File: config.mk
export PLATFORM = sky130hd
export DESIGN_NAME = csr_bus_master
export DESIGN_NICKNAME = d
export VERILOG_FILES = /design/src/logic/capture_pkg.sv /design/src/logic/csr_bus_master.sv
export VERILOG_INCLUDE_DIRS = /design/src /design/src/logic
export SDC_FILE = /design/constraint.sdc
export NUM_CORES = 1
export LEC_CHECK = 0
export BUFFER_PORTS_ARGS = -buffer_cell sky130_fd_sc_hd__buf_4
export CAP_MARGIN = 10
export CORE_MARGIN = 2
export CORE_UTILIZATION = 43
export CTS_BUF_LIST = sky130_fd_sc_hd__clkbuf_16
export DETAILED_ROUTE_END_ITERATION = 8
export PLACE_DENSITY = 0.79
export SETUP_SLACK_MARGIN = 0.5
export SLEW_MARGIN = 15
export SYNTH_ARGS = -nofsm -noshare
export SYNTH_HDL_FRONTEND = slang
export SYNTH_SLANG_ARGS = --single-unit
File: constraint.sdc
create_clock -name bus_clk -period 3.4 [get_ports bus_clk]
set_input_delay 0.17 -clock bus_clk [delete_from_list [all_inputs] [get_ports bus_clk]]
set_output_delay 0.17 -clock bus_clk [all_outputs]
set_load 0.05 [all_outputs]
File: src/logic/capture_config.svh
`ifndef CAPTURE_CONFIG_SVH
`define CAPTURE_CONFIG_SVH

// output FIFO word and receiver register data width
`define CAP_DATA_W 32

// RAW10 pixel from the receiver
`define CAP_PIXEL_W 10

// receiver register bus uses word addresses
`define CAP_ADDR_W 6

// receiver register map
`define CAP_REG_ENABLE 6'd0
`define CAP_REG_ROWS 6'd1
`define CAP_REG_COLS 6'd2

// default frame geometry written by the "a" and "b" commands
`define CAP_ROWS_DEFAULT 32'd1080
`define CAP_COLS_DEFAULT 32'd1920

// output FIFO geometry, depth must equal 2**AW
`define CAP_FIFO_DEPTH 1024
`define CAP_FIFO_AW 10

// fill level at which capture pauses
`define CAP_ALMOST_FULL 900

// line monitor widths
`define CAP_LINE_CNT_W 17
`define CAP_ERR_W 4

`endif
File: src/logic/capture_pkg.sv
`include "capture_config.svh"

package capture_pkg;

	// host command bytes, plain ASCII
	typedef enum logic [7:0] {
		CMD_WR_ROWS   = 8'h61,
		CMD_WR_COLS   = 8'h62,
		CMD_WR_ENABLE = 8'h63,
		CMD_RD_ROWS   = 8'h64,
		CMD_RD_COLS   = 8'h65,
		CMD_RD_ENABLE = 8'h66
	} cmd_t;

	typedef enum logic [3:0] {
		IDLE,
		WR_ROWS,
		WR_COLS,
		WR_ENABLE,
		RD_ROWS,
		RD_COLS,
		RD_ENABLE,
		WAIT_FS,
		STREAM,
		PAUSE_OFF,
		DRAIN,
		PAUSE_ON,
		FRAME_OFF
	} seq_state_t;

	// one receiver register access, handed from sequencer to bus master
	typedef struct packed {
		logic                   is_write;
		logic [`CAP_ADDR_W-1:0] addr;
		logic [`CAP_DATA_W-1:0] wdata;
	} reg_op_t;

	// receiver pixel stream with its framing strobes
	typedef struct packed {
		logic [`CAP_PIXEL_W-1:0] pixel;
		logic                    pixel_valid;
		logic                    fs;
		logic                    fe;
		logic                    ls;
		logic                    le;
	} csi_stream_t;

	// receiver register bus, master side
	typedef struct packed {
		logic                   write;
		logic                   read;
		logic [`CAP_ADDR_W-1:0] address;
		logic [`CAP_DATA_W-1:0] writedata;
	} csr_bus_t;

endpackage

File: src/logic/csr_bus_master.sv
`timescale 1ns/1ps
`include "capture_config.svh"

module csr_bus_master (
	input  logic                   bus_clk,
	input  logic                   rst_n,
	input  logic                   op_start,
	input  capture_pkg::reg_op_t   op,
	output capture_pkg::csr_bus_t  csr_bus,
	input  logic [`CAP_DATA_W-1:0] readdata,
	output logic                   op_done,
	output logic [`CAP_DATA_W-1:0] rdata
);

	// 0 idle, 1 and 2 strobe high, 3 done
	logic [1:0]           phase;
	capture_pkg::reg_op_t op_q;
	logic                 strobe;

	assign strobe  = (phase == 2'd1) || (phase == 2'd2);
	assign op_done = (phase == 2'd3);

	assign csr_bus.write     = strobe && op_q.is_write;
	assign csr_bus.read      = strobe && !op_q.is_write;
	assign csr_bus.address   = strobe ? op_q.addr : '0;
	assign csr_bus.writedata = strobe ? op_q.wdata : '0;

	always_ff @(posedge bus_clk)
	begin
		if (!rst_n)
		begin
			phase <= 2'd0;
		end
		else if (phase != 2'd0)
		begin
			// wraps from done back to idle
			phase <= phase + 2'd1;
		end
		else if (op_start)
		begin
			phase <= 2'd1;
		end
	end

	always_ff @(posedge bus_clk)
	begin
		if (op_start && phase == 2'd0)
		begin
			op_q <= op;
		end
		// receiver answers by the end of the second read cycle
		if (phase == 2'd2 && !op_q.is_write)
		begin
			rdata <= readdata;
		end
	end

	a_excl_strobe: assert property (@(posedge bus_clk) disable iff (!rst_n)
		!(csr_bus.write && csr_bus.read))
		else $error("write and read strobes high together");

	// a start in the middle of an access would be lost
	a_start_idle: assert property (@(posedge bus_clk) disable iff (!rst_n)
		op_start |-> (phase == 2'd0))
		else $error("register access requested while the bus was busy");

endmodule

==> results.txt <==
Worst Setup End Kind - output port
Layout Skew - 0.00540 ns
DR WL met2 - 2.54 mm
antenna violations before repair - 0
maximum vdd drop - 0.607 mV
Final Max Tran Viols - 0
Netlist cell types - 12
unrepaired setup endpoints after global routing - no
detailed-router iteration count before antenna repair - 5
CP Max Fanout - 41
Fmax - 445 MHz
Worst path depth - 4
cell count after synthesis - 131
Slowest-stage cell, CP - ha_1
Max Root-Sink Buffers - 2
clk_lat worst skew - 0.32 ns
Synth Register Bits - 73
crit path time final - 2.25 ns
peak per-stage delay on the critical path - 0.86 ns
CP arrival - 2.08 ns
die height - 81.1 um
TritonCTS sink count - 73
CORE AREA - 5820 um2
synthesized net count - 208
Crit Reg-Reg Startpoint - phase[0]$_SDFFE_PN0P_
commonest non-fill, non-tap cell in the layout - buf_4
H-tree depth - 3
postcts setup bufs - 0
Logic pwr share - 0.332
Post-route DRC - 0
RePlAce Congestion - 0.697
Root Buffer - clkbuf_16
max-cap viol count - 0
P&R area growth vs syn - 59.9%
top-area cell type share of the netlist area - 0.834
Int Power - 2.22 mW
CTS resizes - 0
Seq/Total Area, Yosys - 0.850
sequential group share of total power - 0.338
final wirelength - 5.15 mm
Fillers - 384
crit path from - phase[0]$_SDFFE_PN0P_
Mean Syn Cell Area - 19.5 um2
critical path type - reg -> out
NetSw - 1.12 mW
layout cell share with drive strength beyond 1 - 0.571
Post-CTS Hold Buffers - 0
Hold WS - 0.0252 ns
Clock Power Share - 0.330
vias per cell - 4.40
Yosys warning total - 0
CP Cell Sequence - inv_1 > ha_1 > and2_1 > buf_4
Worst Hold Path Cells - 1
most frequent cells in the layout - buf_4 (147), edfxtp_1 (71), and2_1 (39)
synth top area cells - edfxtp_1 (83%), and2_1 (9.8%), dfxtp_1 (1.6%)
Final Hold Fails - 0
number of I/O pins - 147
min-delay src - readdata[10]
top routing layer in use - met4
via count - 1603
gr usage total - 0.158
R2R depth - 3
crit share post-route - 0.661
Final #Nets - 362
TritonCTS Buffers - 9
number of global-route vias before repair - 1620
CP Data Required Time - 3.23 ns
status - completed
slew of the pin with the lowest slew margin - 0.869 ns
CTS tree - done
total gr overflow - 0
Synth area leader - edfxtp_1
IO Port Bufs - 146
WP buf/inv - 2
Finish-stage setup viols - 0
Rel. slew slack - 0.421
HPWL after DPL - 3.85 mm
initial core utilization - 0.439
P_leak - 1.73 nW
startpoint types - flip-flop
Die X - 81.1 um
PwrDens - 818 nW/um2
Switching Fraction - 0.334
Top delay family on crit path - adder cells
synthesized area - 2550 um2
met1 WL - 1.72 mm
TNS Setup - 0 ns
Routed Antenna Nets - 0
row count - 28
# diodes - 0
Worst-path clk slew - 0.06 ns
Die Area - 6570 um2
routed len/inst - 14.1 um
pin count of the biggest net entering global routing - 42
Starting DRT DRC Count - 58
Worst Hold Class - in -> reg
first-pass GRT wire length - 7.36 mm
DR WL met3 - 749 um
==> power by group through the flow <==
| stage | Combinational (mW) | Sequential (mW) | Clock (mW) |
|---|---|---|---|
| after global placement | 1.10 | 1.14 | 0 |
| final | 1.11 | 1.13 | 1.10 |
| after global routing | 1.17 | 1.14 | 1.16 |
| after CTS | 1.12 | 1.13 | 1.13 |
| after detailed placement | 1.12 | 1.15 | 0 |
| after floorplan | 0.695 | 1.23 | 0 |
==> final cells by class <==
class / count / area [um2] / share of cell area
clock buffer: 9 / 225 / 0.0551
tap: 75 / 93.8 / 0.0230
clock inverter: 6 / 131 / 0.0321
inverter: 3 / 11.3 / 0.00276
timing repair buffer: 147 / 1100 / 0.270
multi-input combinational: 51 / 349 / 0.0854
sequential: 73 / 2170 / 0.532
==> synth_stat cells <==
cell       n
edfxtp_1  71
and2_1    40
clkbuf_2   3
ha_1       3
inv_1      3
nor2b_1    3
dfxtp_1    2
nand2_1    2
a211oi_2   1
buf_6      1
mux2i_1    1
nor2b_2    1
==> metrics by stage <==
stage | total power [mW] | setup WS [ns] | util | std cells | area (um2)
detailed placement | 2.27 | 1.46 | 0.641 | 349 | 3730
CTS | 3.38 | 1.09 | 0.703 | 364 | 4090
global placement | 2.25 | 1.53 | 0.641 | 349 | 3730
global route | 3.47 | 0.921 | 0.703 | 364 | 4090
floorplan | 1.92 | 0.973 | - | 131 | 2550
finish | 3.34 | 1.15 | 0.703 | 364 | 4090
==> state kept, by name, indices dropped and copies added, names as in the netlist <==
name   cells
phase      2
rdata     32
op_q      39
==> metal layers <==
metal,GRT usage,up-vias
met1,0.163,705
met2,0.250,114
met5,0,-
met3,0.0833,10
li1,-,774
met4,0.107,0
==> kinds of logic after synthesis <==
family,Yosys count,synth area share
adders and majority gates,3,0.0147
AOI/OAI and AO/OA,1,0.00490
buffers and inverters,7,0.0147
DFF,73,0.850
and+or+nand+nor,46,0.112
muxes,1,0.00392
==> path summary, 6_finish.rpt <==
path,to,slack (ns)
worst max register to register,op_q[32]$_DFFE_PP_,1.67
worst min-delay path,rdata[10]$_DFFE_PP_,0.03
worst max-delay path,csr_bus[25],1.15
worst min register to register,phase[1]$_SDFFE_PN0P_,0.51
==> worst reg2reg max path, cell delays in order, from the launching register on <==
cell and delay, ns:
dfxtp_1 0.32, inv_1 0.11, ha_1 0.20, and2_2 0.72
Power figures use the tool's default switching activity.
