File: src/logic/capture_config.svh
`ifndef CAPTURE_CONFIG_SVH
`define CAPTURE_CONFIG_SVH

// output FIFO word and receiver register data width
`define CAP_DATA_W 32

// RAW10 pixel from the receiver
`define CAP_PIXEL_W 10

// receiver register bus uses word addresses
`define CAP_ADDR_W 6

// receiver register map
`define CAP_REG_ENABLE 6'd0
`define CAP_REG_ROWS 6'd1
`define CAP_REG_COLS 6'd2

// default frame geometry written by the "a" and "b" commands
`define CAP_ROWS_DEFAULT 32'd1080
`define CAP_COLS_DEFAULT 32'd1920

// output FIFO geometry, depth must equal 2**AW
`define CAP_FIFO_DEPTH 1024
`define CAP_FIFO_AW 10

// fill level at which capture pauses
`define CAP_ALMOST_FULL 900

// line monitor widths
`define CAP_LINE_CNT_W 17
`define CAP_ERR_W 4

`endif
File: src/logic/line_monitor.sv
`timescale 1ns/1ps
`include "capture_config.svh"

module line_monitor (
	input  logic                  bus_clk,
	input  logic                  rst_n,
	input  logic                  capture_on,
	input  logic                  ls,
	input  logic                  le,
	output logic [`CAP_ERR_W-1:0] err_count
);

	logic [`CAP_LINE_CNT_W-1:0] ls_cnt;
	logic [`CAP_LINE_CNT_W-1:0] le_cnt;
	logic                       line_open;

	// a line is still open when the counters disagree
	assign line_open = (ls_cnt != le_cnt);

	always_ff @(posedge bus_clk)
	begin
		if (!rst_n)
		begin
			ls_cnt    <= '0;
			le_cnt    <= '0;
			err_count <= '0;
		end
		else if (capture_on)
		begin
			if (ls)
			begin
				ls_cnt <= ls_cnt + 1'b1;
				// new line start before the previous line closed
				if (line_open)
				begin
					err_count <= err_count + 1'b1;
				end
			end
			if (le)
			begin
				le_cnt <= le_cnt + 1'b1;
			end
		end
	end

endmodule

File: config.mk
export PLATFORM = sky130hd
export DESIGN_NAME = line_monitor
export DESIGN_NICKNAME = d
export VERILOG_FILES = /design/src/logic/line_monitor.sv
export VERILOG_INCLUDE_DIRS = /design/src /design/src/logic
export SDC_FILE = /design/constraint.sdc
export NUM_CORES = 1
export LEC_CHECK = 0
export BUFFER_PORTS_ARGS = -buffer_cell sky130_fd_sc_hd__buf_2
export CAP_MARGIN = 25
export CORE_MARGIN = 1.5
export CORE_UTILIZATION = 30
export CTS_CLUSTER_SIZE = 8
export DETAILED_ROUTE_END_ITERATION = 8
export HOLD_SLACK_MARGIN = 0.08
export PLACE_DENSITY = 0.54
export SYNTH_ARGS = -nofsm -noshare
export SYNTH_HDL_FRONTEND = slang
export SYNTH_SLANG_ARGS = --single-unit
File: constraint.sdc
create_clock -name bus_clk -period 2.1 [get_ports bus_clk]
set_input_delay 0.21 -clock bus_clk [delete_from_list [all_inputs] [get_ports bus_clk]]
set_output_delay 0.21 -clock bus_clk [all_outputs]
set_load 0.005 [all_outputs]
==> out/results.ini, run 1 <==
[synth]
ys.flop_type = dfxtp_1
netlist_instances = 228
ys_seq_area_share_pct = 39.0
ys.warnings.count = 0
synth-edff-count = 0
synth_cell_type_count = 32
synth_fp_nets = 236
netlist.area_leader.share_pct = 39.0
async_reset_ff_share_pct = 0
ys_ff_latch = 38
synth_top_cell_by_area = dfxtp_1
netlist_area_um2 = 1950
yosysMostFrequentCell = dfxtp_1
yosys-top-cells-count = dfxtp_1 (38), nor2_1 (32), xnor2_1 (32)
syn_area_per_cell_um2 = 8.54
synth_area_leaders = dfxtp_1 (39%), xnor2_1 (14%), xor2_1 (6.7%), nor2_1 (6.2%), nand4_1 (4.2%)

[clocking]
cts_resized = 0
cts_num_sinks = 38
cts_tree = done
clkLatencyLatePin_ns = 0.29
postCtsSetupBuffers = 0
htreeDepth = 2
clk_pin_slew_ns = 0.08
ctsLongestPathBuffers = 2
cts-root-buf = clkbuf_8
cts_hold_buffers = 0
numCtsBuffers = 5

[global_route]
track_usage_pct = 12.3
grt_pass1_vias = 1362
antenna_found_initial = 0
grt_max_degree = 23
grt_pass1_wl_mm = 6.82
overflow = 0

[run_status]
outcome = finished clean

[flow_run]
cap_violations = 0

[critical_path]
worstSetupStartpointType = register
criticalPathCategory = register to register
crit_fanout = 5
crit_required_ns = 2.27
critPathArrivalTime_ns = 1.84
cp-end-kind = register

[placement]
gp_congestion = 0.790
dp_hpwl_mm = 2.87
place_ws_ns = 0.413
port_buffers = 8
post_dp_cell_area_um2 = 2060
placed_cells_incl_taps = 307

[floorplanning]
dieArea_um2 = 6990
coreArea_um2 = 6310
rows = 29
initial_core_util_pct = 30.9
pin_count = 9
die-width_um = 83.6
dieHeight_um = 83.6

[cells_and_area]
drive_gt1_share_pct = 10.1
final_area_um2 = 2170
final_core_util_pct = 34.4
fin_nets = 245
layoutNonFillerInstCount = 315
syn2layout_area_growth_pct = 11.4
diodes = 0

[timing]
final.setup.tns_ns = 0
max_freq_ghz = 0.598
setup_viol = 0
fin_ws_ns = 0.428
period_needed_ns = 1.67
hold_slack_ns = 0.277
maxSlewHeadroom_pct = 67.0
worst_pin_slew_ns = 0.492
skew_ns = 0.00791
hold_violations = 0
rsz0062_at_grt = no
fin_crit_sh_pct = 79.6
slew_violations = 0

[detailed_routing]
routed_via_density = 4.79
drt_first_pass_iters = 4
post_drt_wl_per_cell_um = 12.6
dr_total_vias = 1508
wl_mm = 3.97
ant_nets = 0
drcViolationCount = 0
drtIter0Drc = 60

[power]
report.power.total_mw = 1.44
ir_drop_mv = 0.267
power_density_nw_per_um2 = 664
p_leak_nw = 0.755

[min_path]
holdCritPathClass = input pin to register

==> final cells by class <==
type / count / area, µm²
tap: 77 / 96.3
sequential: 38 / 761
clock inverter: 1 / 30.0
fill: 686 / 4140
multi-input combinational: 177 / 1140
inverter: 6 / 22.5
timing repair buffer: 9 / 47.5
clock buffer: 7 / 76.3
==> cell families after synthesis <==
kind of cell	Yosys count	share of synthesized area, %
DFF	38	39.0
adders and majority gates	3	1.93
and+or+nand+nor	109	29.1
xor gates and xnor gates	47	21.1
muxes	4	2.06
buffers and inverters	13	2.63
AOI/OAI and AO/OA	14	4.11
==> critical path: stages, from the launching register on <==
cell	delay (ns)
dfxtp_1	0.47
xnor2_1	0.17
nand4_1	0.12
nor3_2	0.44
mux2i_1	0.25
o211ai_1	0.10
==> routing by layer <==
| layer | share of wire (%) | vias up | track usage [%] |
|---|---|---|---|
| met1 | 51 | 697 | 17.2 |
| met4 | 1.8 | 0 | 5.37 |
| met5 | 0 | - | 0 |
| met3 | 2.9 | 4 | 2.77 |
| met2 | 45 | 21 | 18.0 |
| li1 | - | 786 | - |
==> flip-flops by register name (all words and copies together) (netlist names) <==
register / flops
ls_cnt: 17
err_count: 4
le_cnt: 17
==> where the power goes <==
| group | total [mW] | switching, mW | internal, mW | leakage, nW |
|---|---|---|---|---|
| Sequential | 0.744 | 0.0135 | 0.730 | 0.307 |
| Combinational | 0.0831 | 0.0505 | 0.0325 | 0.396 |
| Clock | 0.613 | 0.257 | 0.356 | 0.0524 |
==> placed cells by master, fill, tap and decap left out, types with 2 or more instances in the layout <==
cell type	instances
dfxtp_1	38
xnor2_1	32
nor2_1	32
nand2_1	20
xor2_1	15
nand4_1	13
nand3_1	10
buf_2	8
nor3_1	7
o21ai_0	6
and2_1	5
inv_1	5
clkbuf_8	5
a21oi_1	4
and3_1	4
mux2i_1	4
nor4_1	4
o211ai_1	3
ha_1	3
nor3_2	2
and4_1	2
or3_1	2
clkbuf_1	2
==> final timing paths <==
check / start / endpoint / slack, ns / depth (start not counted)
min reg2reg: ls_cnt[1]$_SDFFE_PN0P_ / ls_cnt[1]$_SDFFE_PN0P_ / 0.52 / 2
min: rst_n / le_cnt[7]$_SDFFE_PN0P_ / 0.28 / 2
max reg2reg: ls_cnt[3]$_SDFFE_PN0P_ / err_count[0]$_SDFFE_PN0P_ / 0.43 / 5
max: ls_cnt[3]$_SDFFE_PN0P_ / err_count[0]$_SDFFE_PN0P_ / 0.43 / 5
No activity file was read; power rests on OpenSTA's default activity.
==> run 2: changes to the inputs <==
==> constraint.sdc (replaced) <==
create_clock -name bus_clk -period 1.7 [get_ports bus_clk]
set_input_delay 0.17 -clock bus_clk [delete_from_list [all_inputs] [get_ports bus_clk]]
set_output_delay 0.17 -clock bus_clk [all_outputs]
set_load 0.005 [all_outputs]
==> out/results.ini, run 2 (synthesis gave the netlist of run 1 again) <==
[min_path]
worstHoldStart = rst_n
holdCritPathClass = input pin to register
min_to = le_cnt[11]$_SDFFE_PN0P_
hold_depth = 2  ; unchanged

[detailed_routing]
drt_first_pass_iters = 4  ; unchanged
drcViolationCount = 0  ; unchanged
wl_mm = 3.97  ; -0.15%
drtIter0Drc = 72  ; +20%
routed_via_density = 4.79  ; about the same
dr_total_vias = 1547  ; +2.6%
ant_nets = 0  ; unchanged
post_drt_wl_per_cell_um = 12.3  ; -2.6%

[floorplanning]
rows = 29  ; unchanged
dieArea_um2 = 6990  ; unchanged
pin_count = 9  ; unchanged
initial_core_util_pct = 30.9  ; unchanged
die-width_um = 83.6  ; unchanged
dieHeight_um = 83.6  ; unchanged
coreArea_um2 = 6310  ; unchanged

[cells_and_area]
diodes = 0  ; unchanged
fin_nets = 253  ; +3.3%
final_cell_mix = dfxtp_1 (37), xnor2_1 (32), nor2_1 (32), nand2_1 (20), xor2_1 (15)
layout_commonest_cell = dfxtp_1
largestRegisters = le_cnt x17, ls_cnt x17, err_count x4
fill_cells = 670  ; -2.3%
drive_gt1_share_pct = 14.2  ; +4.1 points
syn2layout_area_growth_pct = 15.2

[critical_path]
crit_required_ns = 1.87  ; -0.40 ns
reg2reg_slack_ns = 0.15  ; -0.28 ns
criticalPathCategory = register to register
path_cells = ha_1 > nand4_1 > or2_1 > nor4_2 > xnor2_1 > nor2_1
reg2reg_from = ls_cnt[0]$_SDFFE_PN0P_
slowest_delay_ns = 0.41  ; -0.06 ns
r2r-end = ls_cnt[16]$_SDFFE_PN0P_
crit_fanout = 4  ; -1
critPathArrivalTime_ns = 1.73  ; -0.11 ns
worstSetupStartpointType = register
r2r_cells = 6  ; +1
cp_slowest_cell = dfxtp_1
cp-end-kind = register

[power]
p_leak_nw = 0.796  ; +5.5%
power_density_nw_per_um2 = 798  ; +20%
report.power.total_mw = 1.79  ; +24%
ir_drop_mv = 0.610  ; +130%

[timing]
maxSlewHeadroom_pct = 78.3  ; +11 points
worst_pin_slew_ns = 0.323  ; -0.169 ns
skew_ns = 0.00915  ; +0.00125 ns
final.setup.tns_ns = 0  ; unchanged
fin_crit_sh_pct = 91.5  ; +12 points
period_needed_ns = 1.55  ; -0.118 ns
max_freq_ghz = 0.643  ; +7.6%
slew_violations = 0  ; unchanged
hold_violations = 0  ; unchanged
setup_viol = 0  ; unchanged
rsz0062_at_grt = no
fin_ws_ns = 0.145  ; -0.282 ns

[placement]
gp_congestion = 0.814  ; +3.0%
place_ws_ns = 0.137  ; -0.276 ns
port_buffers = 8  ; unchanged
dp_hpwl_mm = 2.96  ; +3.2%

[global_route]
antenna_found_initial = 0  ; unchanged
track_usage_pct = 12.4  ; +0.14 points
overflow = 0  ; unchanged
grt_max_degree = 21  ; -8.7%
grt_pass1_wl_mm = 7.00  ; +2.7%
grt_pass1_vias = 1457  ; +7.0%

[clocking]
ctsLongestPathBuffers = 2  ; unchanged
cts-root-buf = clkbuf_8
numCtsBuffers = 5  ; unchanged
cts_tree = done
cts_num_sinks = 38  ; unchanged
clk_pin_slew_ns = 0.08  ; about the same
htreeDepth = 2  ; unchanged
clkLatencyLatePin_ns = 0.29  ; about the same

[run_status]
outcome = finished clean

[flow_run]
cap_violations = 0  ; unchanged

==> run 2: how the worst max path moves through the flow <==
| stage | from | endpoint | slack (ns) | cells past startpoint |
|---|---|---|---|---|
| CTS | ls_cnt[0]$_SDFFE_PN0P_ | ls_cnt[14]$_SDFFE_PN0P_ | 0.12 | 6 |
| floorplan | le_cnt[11]$_SDFFE_PN0P_ | err_count[0]$_SDFFE_PN0P_ | 0.21 | 6 |
| finish | ls_cnt[0]$_SDFFE_PN0P_ | ls_cnt[16]$_SDFFE_PN0P_ | 0.15 | 6 |
| detailed placement | ls_cnt[0]$_SDFFE_PN0P_ | ls_cnt[14]$_SDFFE_PN0P_ | 0.14 | 6 |
| global placement | ls_cnt[0]$_SDFFE_PN0P_ | ls_cnt[16]$_SDFFE_PN0P_ | 0.17 | 6 |
| global route | le_cnt[1]$_SDFFE_PN0P_ | le_cnt[8]$_SDFFE_PN0P_ | 0.02 | 7 |
==> run 2: layout make-up <==
type | count | area, µm² | share of cell area, %
clock buffer | 7 | 76.3 | 3.40
clock inverter | 1 | 30.0 | 1.34
inverter | 6 | 22.5 | 1.00
multi-input combinational | 177 | 1150 | 51.2
sequential | 38 | 762 | 34.0
tap | 77 | 96.3 | 4.29
timing repair buffer | 17 | 108 | 4.80
==> run 2: routing by layer <==
metal	wire, µm	track usage (%)	vias up	share of wire [%]
met5	0	0	-	0
met4	68	4.92	0	1.7
met3	89	2.67	5	2.2
met2	1660	18.1	16	42
met1	2150	17.7	721	54
li1	-	-	805	-
==> run 2: metrics by stage <==
stage | hold WS [ns] | area (µm²) | util [%] | instances
6_report | 0.229 | 2240 | 35.5 | 323
3_5_place_dp | 0.511 | 2120 | 33.5 | 314
3_3_place_gp | 0.495 | 2120 | 33.5 | 314
5_1_grt | 0.245 | 2240 | 35.5 | 323
2_1_floorplan | 0.413 | 1950 | - | 228
4_1_cts | 0.220 | 2220 | 35.2 | 322
==> run 2: worst max-delay path: cells and delay by family (launching register included) <==
kind,cells,cell delay [ns]
xor+xnor,1,0.15
flops,1,0.41
fa+ha+maj,1,0.22
simple gates,4,0.67
==> run 2: report_power, final <==
group / internal (mW) / switching (mW) / leakage (nW)
Sequential: 0.903 / 0.0172 / 0.307
Clock: 0.439 / 0.320 / 0.0524
Combinational: 0.0483 / 0.0626 / 0.437
Total: 1.39 / 0.400 / 0.796
==> run 2: timing repair <==
item	4_1_cts	5_1_grt
hold buffers	0	0
endpoints found under the setup margin	0	4
setup buffers	0	1
resized for setup	0	3
