[src/logic/capture_config.svh]
`ifndef CAPTURE_CONFIG_SVH
`define CAPTURE_CONFIG_SVH

// output FIFO word and receiver register data width
`define CAP_DATA_W 32

// RAW10 pixel from the receiver
`define CAP_PIXEL_W 10

// receiver register bus uses word addresses
`define CAP_ADDR_W 6

// receiver register map
`define CAP_REG_ENABLE 6'd0
`define CAP_REG_ROWS 6'd1
`define CAP_REG_COLS 6'd2

// default frame geometry written by the "a" and "b" commands
`define CAP_ROWS_DEFAULT 32'd1080
`define CAP_COLS_DEFAULT 32'd1920

// output FIFO geometry, depth must equal 2**AW
`define CAP_FIFO_DEPTH 1024
`define CAP_FIFO_AW 10

// fill level at which capture pauses
`define CAP_ALMOST_FULL 900

// line monitor widths
`define CAP_LINE_CNT_W 17
`define CAP_ERR_W 4

`endif
[src/logic/capture_pkg.sv]
`include "capture_config.svh"

package capture_pkg;

	// host command bytes, plain ASCII
	typedef enum logic [7:0] {
		CMD_WR_ROWS   = 8'h61,
		CMD_WR_COLS   = 8'h62,
		CMD_WR_ENABLE = 8'h63,
		CMD_RD_ROWS   = 8'h64,
		CMD_RD_COLS   = 8'h65,
		CMD_RD_ENABLE = 8'h66
	} cmd_t;

	typedef enum logic [3:0] {
		IDLE,
		WR_ROWS,
		WR_COLS,
		WR_ENABLE,
		RD_ROWS,
		RD_COLS,
		RD_ENABLE,
		WAIT_FS,
		STREAM,
		PAUSE_OFF,
		DRAIN,
		PAUSE_ON,
		FRAME_OFF
	} seq_state_t;

	// one receiver register access, handed from sequencer to bus master
	typedef struct packed {
		logic                   is_write;
		logic [`CAP_ADDR_W-1:0] addr;
		logic [`CAP_DATA_W-1:0] wdata;
	} reg_op_t;

	// receiver pixel stream with its framing strobes
	typedef struct packed {
		logic [`CAP_PIXEL_W-1:0] pixel;
		logic                    pixel_valid;
		logic                    fs;
		logic                    fe;
		logic                    ls;
		logic                    le;
	} csi_stream_t;

	// receiver register bus, master side
	typedef struct packed {
		logic                   write;
		logic                   read;
		logic [`CAP_ADDR_W-1:0] address;
		logic [`CAP_DATA_W-1:0] writedata;
	} csr_bus_t;

endpackage

[src/logic/command_sequencer.sv]
`timescale 1ns/1ps
`include "capture_config.svh"

module command_sequencer (
	input  logic                  bus_clk,
	input  logic                  rst_n,
	input  logic                  cmd_req,
	input  capture_pkg::cmd_t     cmd_code,
	output logic                  cmd_ack,
	output logic                  op_start,
	output capture_pkg::reg_op_t  op,
	input  logic                  op_done,
	input  logic                  fs,
	input  logic                  fe,
	input  logic                  almost_full,
	input  logic                  fifo_empty,
	output logic                  capture_on
);

	capture_pkg::seq_state_t state, state_nxt;
	capture_pkg::reg_op_t    op_nxt;
	logic                    start_nxt;
	logic                    ack_nxt;
	logic                    fe_pend;
	logic                    op_busy;

	function automatic capture_pkg::reg_op_t make_op(
		input logic                   is_write,
		input logic [`CAP_ADDR_W-1:0] addr,
		input logic [`CAP_DATA_W-1:0] wdata
	);
		capture_pkg::reg_op_t r;
		r.is_write = is_write;
		r.addr     = addr;
		r.wdata    = wdata;
		return r;
	endfunction

	// pixels are taken while streaming, during the enable-0 write and
	// during the enable-1 write so nothing is lost once the receiver restarts
	assign capture_on = (state == capture_pkg::STREAM) ||
		(state == capture_pkg::PAUSE_OFF) || (state == capture_pkg::PAUSE_ON);

	always_comb
	begin
		state_nxt = state;
		start_nxt = 1'b0;
		op_nxt    = op;
		ack_nxt   = cmd_ack;

		// four-phase handshake, ack follows req down one cycle later
		if (cmd_ack && !cmd_req)
		begin
			ack_nxt = 1'b0;
		end

		case (state)
			capture_pkg::IDLE:
			begin
				if (cmd_req && !cmd_ack)
				begin
					ack_nxt = 1'b1;
					start_nxt = 1'b1;
					case (cmd_code)
						capture_pkg::CMD_WR_ROWS:
						begin
							state_nxt = capture_pkg::WR_ROWS;
							op_nxt = make_op(1'b1, `CAP_REG_ROWS, `CAP_ROWS_DEFAULT);
						end
						capture_pkg::CMD_WR_COLS:
						begin
							state_nxt = capture_pkg::WR_COLS;
							op_nxt = make_op(1'b1, `CAP_REG_COLS, `CAP_COLS_DEFAULT);
						end
						capture_pkg::CMD_WR_ENABLE:
						begin
							state_nxt = capture_pkg::WR_ENABLE;
							op_nxt = make_op(1'b1, `CAP_REG_ENABLE, 32'd1);
						end
						capture_pkg::CMD_RD_ROWS:
						begin
							state_nxt = capture_pkg::RD_ROWS;
							op_nxt = make_op(1'b0, `CAP_REG_ROWS, '0);
						end
						capture_pkg::CMD_RD_COLS:
						begin
							state_nxt = capture_pkg::RD_COLS;
							op_nxt = make_op(1'b0, `CAP_REG_COLS, '0);
						end
						capture_pkg::CMD_RD_ENABLE:
						begin
							state_nxt = capture_pkg::RD_ENABLE;
							op_nxt = make_op(1'b0, `CAP_REG_ENABLE, '0);
						end
						default:
						begin
							// unknown byte, acked but no access
							start_nxt = 1'b0;
						end
					endcase
				end
			end
			capture_pkg::WR_ROWS, capture_pkg::WR_COLS,
			capture_pkg::RD_ROWS, capture_pkg::RD_COLS, capture_pkg::RD_ENABLE:
			begin
				if (op_done)
				begin
					state_nxt = capture_pkg::IDLE;
				end
			end
			capture_pkg::WR_ENABLE:
			begin
				if (op_done)
				begin
					state_nxt = capture_pkg::WAIT_FS;
				end
			end
			capture_pkg::WAIT_FS:
			begin
				if (fs)
				begin
					state_nxt = capture_pkg::STREAM;
				end
			end
			capture_pkg::STREAM:
			begin
				// frame end has priority over the fill level
				if (fe)
				begin
					state_nxt = capture_pkg::FRAME_OFF;
					start_nxt = 1'b1;
					op_nxt = make_op(1'b1, `CAP_REG_ENABLE, '0);
				end
				else if (almost_full)
				begin
					state_nxt = capture_pkg::PAUSE_OFF;
					start_nxt = 1'b1;
					op_nxt = make_op(1'b1, `CAP_REG_ENABLE, '0);
				end
			end
			capture_pkg::PAUSE_OFF:
			begin
				if (op_done)
				begin
					state_nxt = capture_pkg::DRAIN;
				end
			end
			capture_pkg::DRAIN:
			begin
				if (fifo_empty)
				begin
					// receiver already off, a frame that ended meanwhile is done
					if (fe_pend)
					begin
						state_nxt = capture_pkg::IDLE;
					end
					else
					begin
						state_nxt = capture_pkg::PAUSE_ON;
						start_nxt = 1'b1;
						op_nxt = make_op(1'b1, `CAP_REG_ENABLE, 32'd1);
					end
				end
			end
			capture_pkg::PAUSE_ON:
			begin
				if (op_done)
				begin
					if (fe_pend || fe)
					begin
						state_nxt = capture_pkg::FRAME_OFF;
						start_nxt = 1'b1;
						op_nxt = make_op(1'b1, `CAP_REG_ENABLE, '0);
					end
					else
					begin
						state_nxt = capture_pkg::STREAM;
					end
				end
			end
			capture_pkg::FRAME_OFF:
			begin
				if (op_done)
				begin
					state_nxt = capture_pkg::IDLE;
				end
			end
			default:
			begin
				state_nxt = capture_pkg::IDLE;
			end
		endcase
	end

	always_ff @(posedge bus_clk)
	begin
		if (!rst_n)
		begin
			state    <= capture_pkg::IDLE;
			cmd_ack  <= 1'b0;
			op_start <= 1'b0;
			fe_pend  <= 1'b0;
			op_busy  <= 1'b0;
		end
		else
		begin
			state    <= state_nxt;
			cmd_ack  <= ack_nxt;
			op_start <= start_nxt;
			// a frame end seen outside STREAM is remembered until the next arm
			if (state == capture_pkg::WAIT_FS)
			begin
				fe_pend <= 1'b0;
			end
			else if (fe)
			begin
				fe_pend <= 1'b1;
			end
			if (op_start)
			begin
				op_busy <= 1'b1;
			end
			else if (op_done)
			begin
				op_busy <= 1'b0;
			end
		end
	end

	always_ff @(posedge bus_clk)
	begin
		op <= op_nxt;
	end

	// bus master handles one access at a time
	a_no_overlap: assert property (@(posedge bus_clk) disable iff (!rst_n)
		op_start |-> !op_busy)
		else $error("op_start while a register access is still running");

endmodule

[config.mk]
export PLATFORM = sky130hd
export DESIGN_NAME = command_sequencer
export DESIGN_NICKNAME = d
export VERILOG_FILES = /design/src/logic/capture_pkg.sv /design/src/logic/command_sequencer.sv
export VERILOG_INCLUDE_DIRS = /design/src /design/src/logic
export SDC_FILE = /design/constraint.sdc
export NUM_CORES = 1
export LEC_CHECK = 0
export BUFFER_PORTS_ARGS = -buffer_cell sky130_fd_sc_hd__buf_4
export CAP_MARGIN = 10
export CORE_ASPECT_RATIO = 0.9
export CORE_UTILIZATION = 45
export DETAILED_ROUTE_END_ITERATION = 8
export HOLD_SLACK_MARGIN = 0.06
export PLACE_DENSITY = 0.84
export SYNTH_ARGS = -nofsm -noshare
export SYNTH_HDL_FRONTEND = slang
export SYNTH_SLANG_ARGS = --single-unit
[constraint.sdc]
create_clock -name bus_clk -period 2.1 [get_ports bus_clk]
set_input_delay 0.105 -clock bus_clk [delete_from_list [all_inputs] [get_ports bus_clk]]
set_output_delay 0.105 -clock bus_clk [all_outputs]
set_load 0.005 [all_outputs]
==> run_results.csv <==
group,metric,value,unit
detailed_routing,drc,0,
timing,setup_tns,0,ns
worst_setup_path,start_kind,"flop",
synth,avgSynthCellArea,8.49,um^2
global_routing,grt.total_usage,16.0,%
clocking,clk_path_buf_depth,2,
power,power_frac_comb,46.1,%
power,clkPwrFrac,14.7,%
power,pwr_density_cell,887,nW/um^2
timing,max_slew.worst_pin.slew,0.539,ns
detailed_routing,drt-initial-drc-count,31,
die,fp-row-count,17,
min_path,hold_class,"in -> reg",
clocking,clock_latency,0.29,ns
power,intPower,0.000718,W
power,power.leakage,0.572,nW
detailed_routing,viasPerCell,5.15,
cells_and_area,design_area,1310,um^2
worst_setup_path,crit_fanout,10,
global_routing,grt_start_max_net_pins,16,
placed_design,gp_congestion,0.915,
detailed_routing,vias,993,
clocking,cts_sinks,14,
clocking,cts_tree,"done",
min_path,min_from,"rst_n",
clocking,cts-root-buf,"clkbuf_4",
detailed_routing,wl_per_cell,11.7,um
worst_setup_path,crit_slowest_cell,"dfxtp_1",
power,peakVddDrop,0.451,mV
cells_and_area,fin_nets,182,
flow_run,cap_violations,0,
die,core_area,2490,um^2
global_routing,grt_pass1_vias,833,
clocking,post_cts_resized,0,
worst_setup_path,worstPathCellList,"clkinv_1, a21o_1, a221oi_2, and3_1",
synth,yosys_register_bits,14,
global_routing,grt_pass1_wl,3.60,mm
synth,syn_inst,142,
synth,ys_warn_count,0,
worst_setup_path,cpLargestDelayFamily,"flip-flops",
cells_and_area,fin_util,52.8,%
synth,ys.flop_type,"edfxtp_1",
cells_and_area,fin_cells,193,
clocking,postCtsSetupBuffers,0,
synth,ys_seq_area_share,29.1,%
worst_setup_path,critPathArrivalTime,1.85,ns
power,pwr-share-seq,39.1,%
worst_setup_path,crit_buf_inv,1,
clocking,ctsHoldBuffers,1,
clocking,cts_buffers,3,
detailed_routing,ant_nets,0,
global_routing,grt_antenna_before_repair,0,
power,p_total,0.00116,W
clocking,h-tree-depth,1,
clocking,clk_pin_slew,0.08,ns
worst_setup_path,cp_slowest_stage_delay,0.57,ns
status,status,"completed",
die,initial_core_util,48.4,%
synth,synth_area,1200,um^2
cells_and_area,n_antenna_cell,0,
synth,synth_cell_type_count,45,
timing,min_period,1.88,ns
placed_design,dpl-instance-area,1280,um^2
placed_design,dpl.hpwl,1.74,mm
worst_setup_path,crit_type,"reg -> reg",
detailed_routing,wl,2.25,mm
detailed_routing,drt_pass1_iterations,4,
cells_and_area,syn_to_final_growth,9.03,%
worst_setup_path,reg2reg_from,"state[0]",
cells_and_area,drive_above_1_share,23.6,%
worst_setup_path,crit_required,2.07,ns
power,p_switching,0.000447,W
power,sw_frac_of_total,38.3,%
timing,hold_viol,0,
worst_setup_path,crit_start,"state[0]",
timing,slew_headroom,64.0,%
timing,finalMaxSlewViolations,0,
worst_setup_path,endpoint_kind,"flop",
die,die_y,51.1,um
synth,ys_async_sr_fraction,0,%
placed_design,dp_cells,188,
global_routing,grt-ovfl-total,0,
synth,synth_edf_count,7,
die,die_w,56.5,um
timing,rsz0062_at_grt,"false",
timing,fin_crit_sh,89.6,%
placed_design,portBuffers,29,
die,pin_count,58,
die,dieArea,2890,um^2
timing,skew,0.00463,ns
timing,finalSetupViolCount,0,
timing,max_freq,531,MHz
final cells by class:
cell class / instances / area [um^2]
fillers: 239 / 1170
multi-input cells: 111 / 644
flip-flops and latches: 14 / 350
repair buffers: 32 / 243
well taps: 28 / 35.0
clock buffers: 4 / 26.3
inverters: 4 / 15.0
flip-flops by register name (all words and copies together), names as in the netlist:
name and cells:
op_start 1, state 4, fe_pend 1, op 7, cmd_ack 1
synth_stat cells, types with 3 or more instances:
master | instances | area, um^2
nand2_1 | 5 | 18.8
dfxtp_1 | 7 | 140
nor2_1 | 14 | 52.6
buf_4 | 34 | 255
inv_1 | 3 | 11.3
nand3b_1 | 4 | 30.0
mux2i_1 | 4 | 40.0
buf_2 | 3 | 15.0
edfxtp_1 | 7 | 210
o21ai_0 | 5 | 25.0
a21oi_1 | 11 | 55.1
nand3_1 | 6 | 30.0
routing by layer:
metal | GRT usage [%] | up-vias | part of all wire, % | wire length (um)
met2 | 27.6 | 62 | 48 | 1070
met1 | 19.5 | 442 | 43 | 964
met3 | 2.53 | 5 | 7.9 | 179
met5 | 0 | - | 0 | 0
li1 | - | 484 | - | -
met4 | 7.32 | 0 | 1.6 | 35
kinds of logic (layout without fill, tap and decap cells):
kind of cell    count (synthesis)  after routing  share of synthesized area, %
flops                          14             14                          29.1
buf+inv                        44             40                          25.9
compound gates                 31             31                          17.8
simple gates                   46             46                          22.2
xor+xnor                        2              2                          1.45
other cells                     1             28                         0.311
mux                             4              4                          3.32
path summary, 6_finish.rpt:
kind	endpoint	slack [ns]	depth (start not counted)
max	op[10]	0.22	4
min	fe_pend	0.11	3
max reg2reg	op[10]	0.22	4
min reg2reg	cmd_ack	0.53	1
cells in the final DEF (no fill, tap or decap), drive strengths merged, types with 2 or more instances in the layout:
| master | instances |
|---|---|
| nand2 | 5 |
| nor3b | 2 |
| edfxtp | 7 |
| dfxtp | 7 |
| nor3 | 2 |
| nand3 | 6 |
| inv | 3 |
| nand3b | 4 |
| o21ai | 7 |
| mux2i | 4 |
| o311ai | 2 |
| o211a | 2 |
| nand2b | 2 |
| buf | 31 |
| a21oi | 11 |
| nor2 | 14 |
| clkbuf | 4 |
| conb | 28 |
| xor2 | 2 |
power groups by stage:
| stage | clock (W) | sequential, W | combinational, W |
|---|---|---|---|
| global placement | 0 | 0.000457 | 0.000520 |
| detailed placement | 0 | 0.000461 | 0.000532 |
| global route | 0.000180 | 0.000465 | 0.000595 |
| CTS | 0.000171 | 0.000454 | 0.000538 |
| finish | 0.000171 | 0.000456 | 0.000537 |
| floorplan | 0 | 0.000429 | 0.000474 |
worst reg2reg max path, cell delays in order (launching register included):
cell and delay, ns:
dfxtp_1 0.57, clkinv_1 0.22, a21o_1 0.21, a221oi_2 0.19, and3_1 0.38
metrics by stage:
step,setup slack (ns),hold slack [ns]
2_1_floorplan,0.500,0.238
3_3_place_gp,0.313,0.345
3_5_place_dp,0.230,0.352
4_1_cts,0.223,0.106
5_1_grt,0.0565,0.124
6_report,0.218,0.106
No activity file was read; power rests on OpenSTA's default activity.
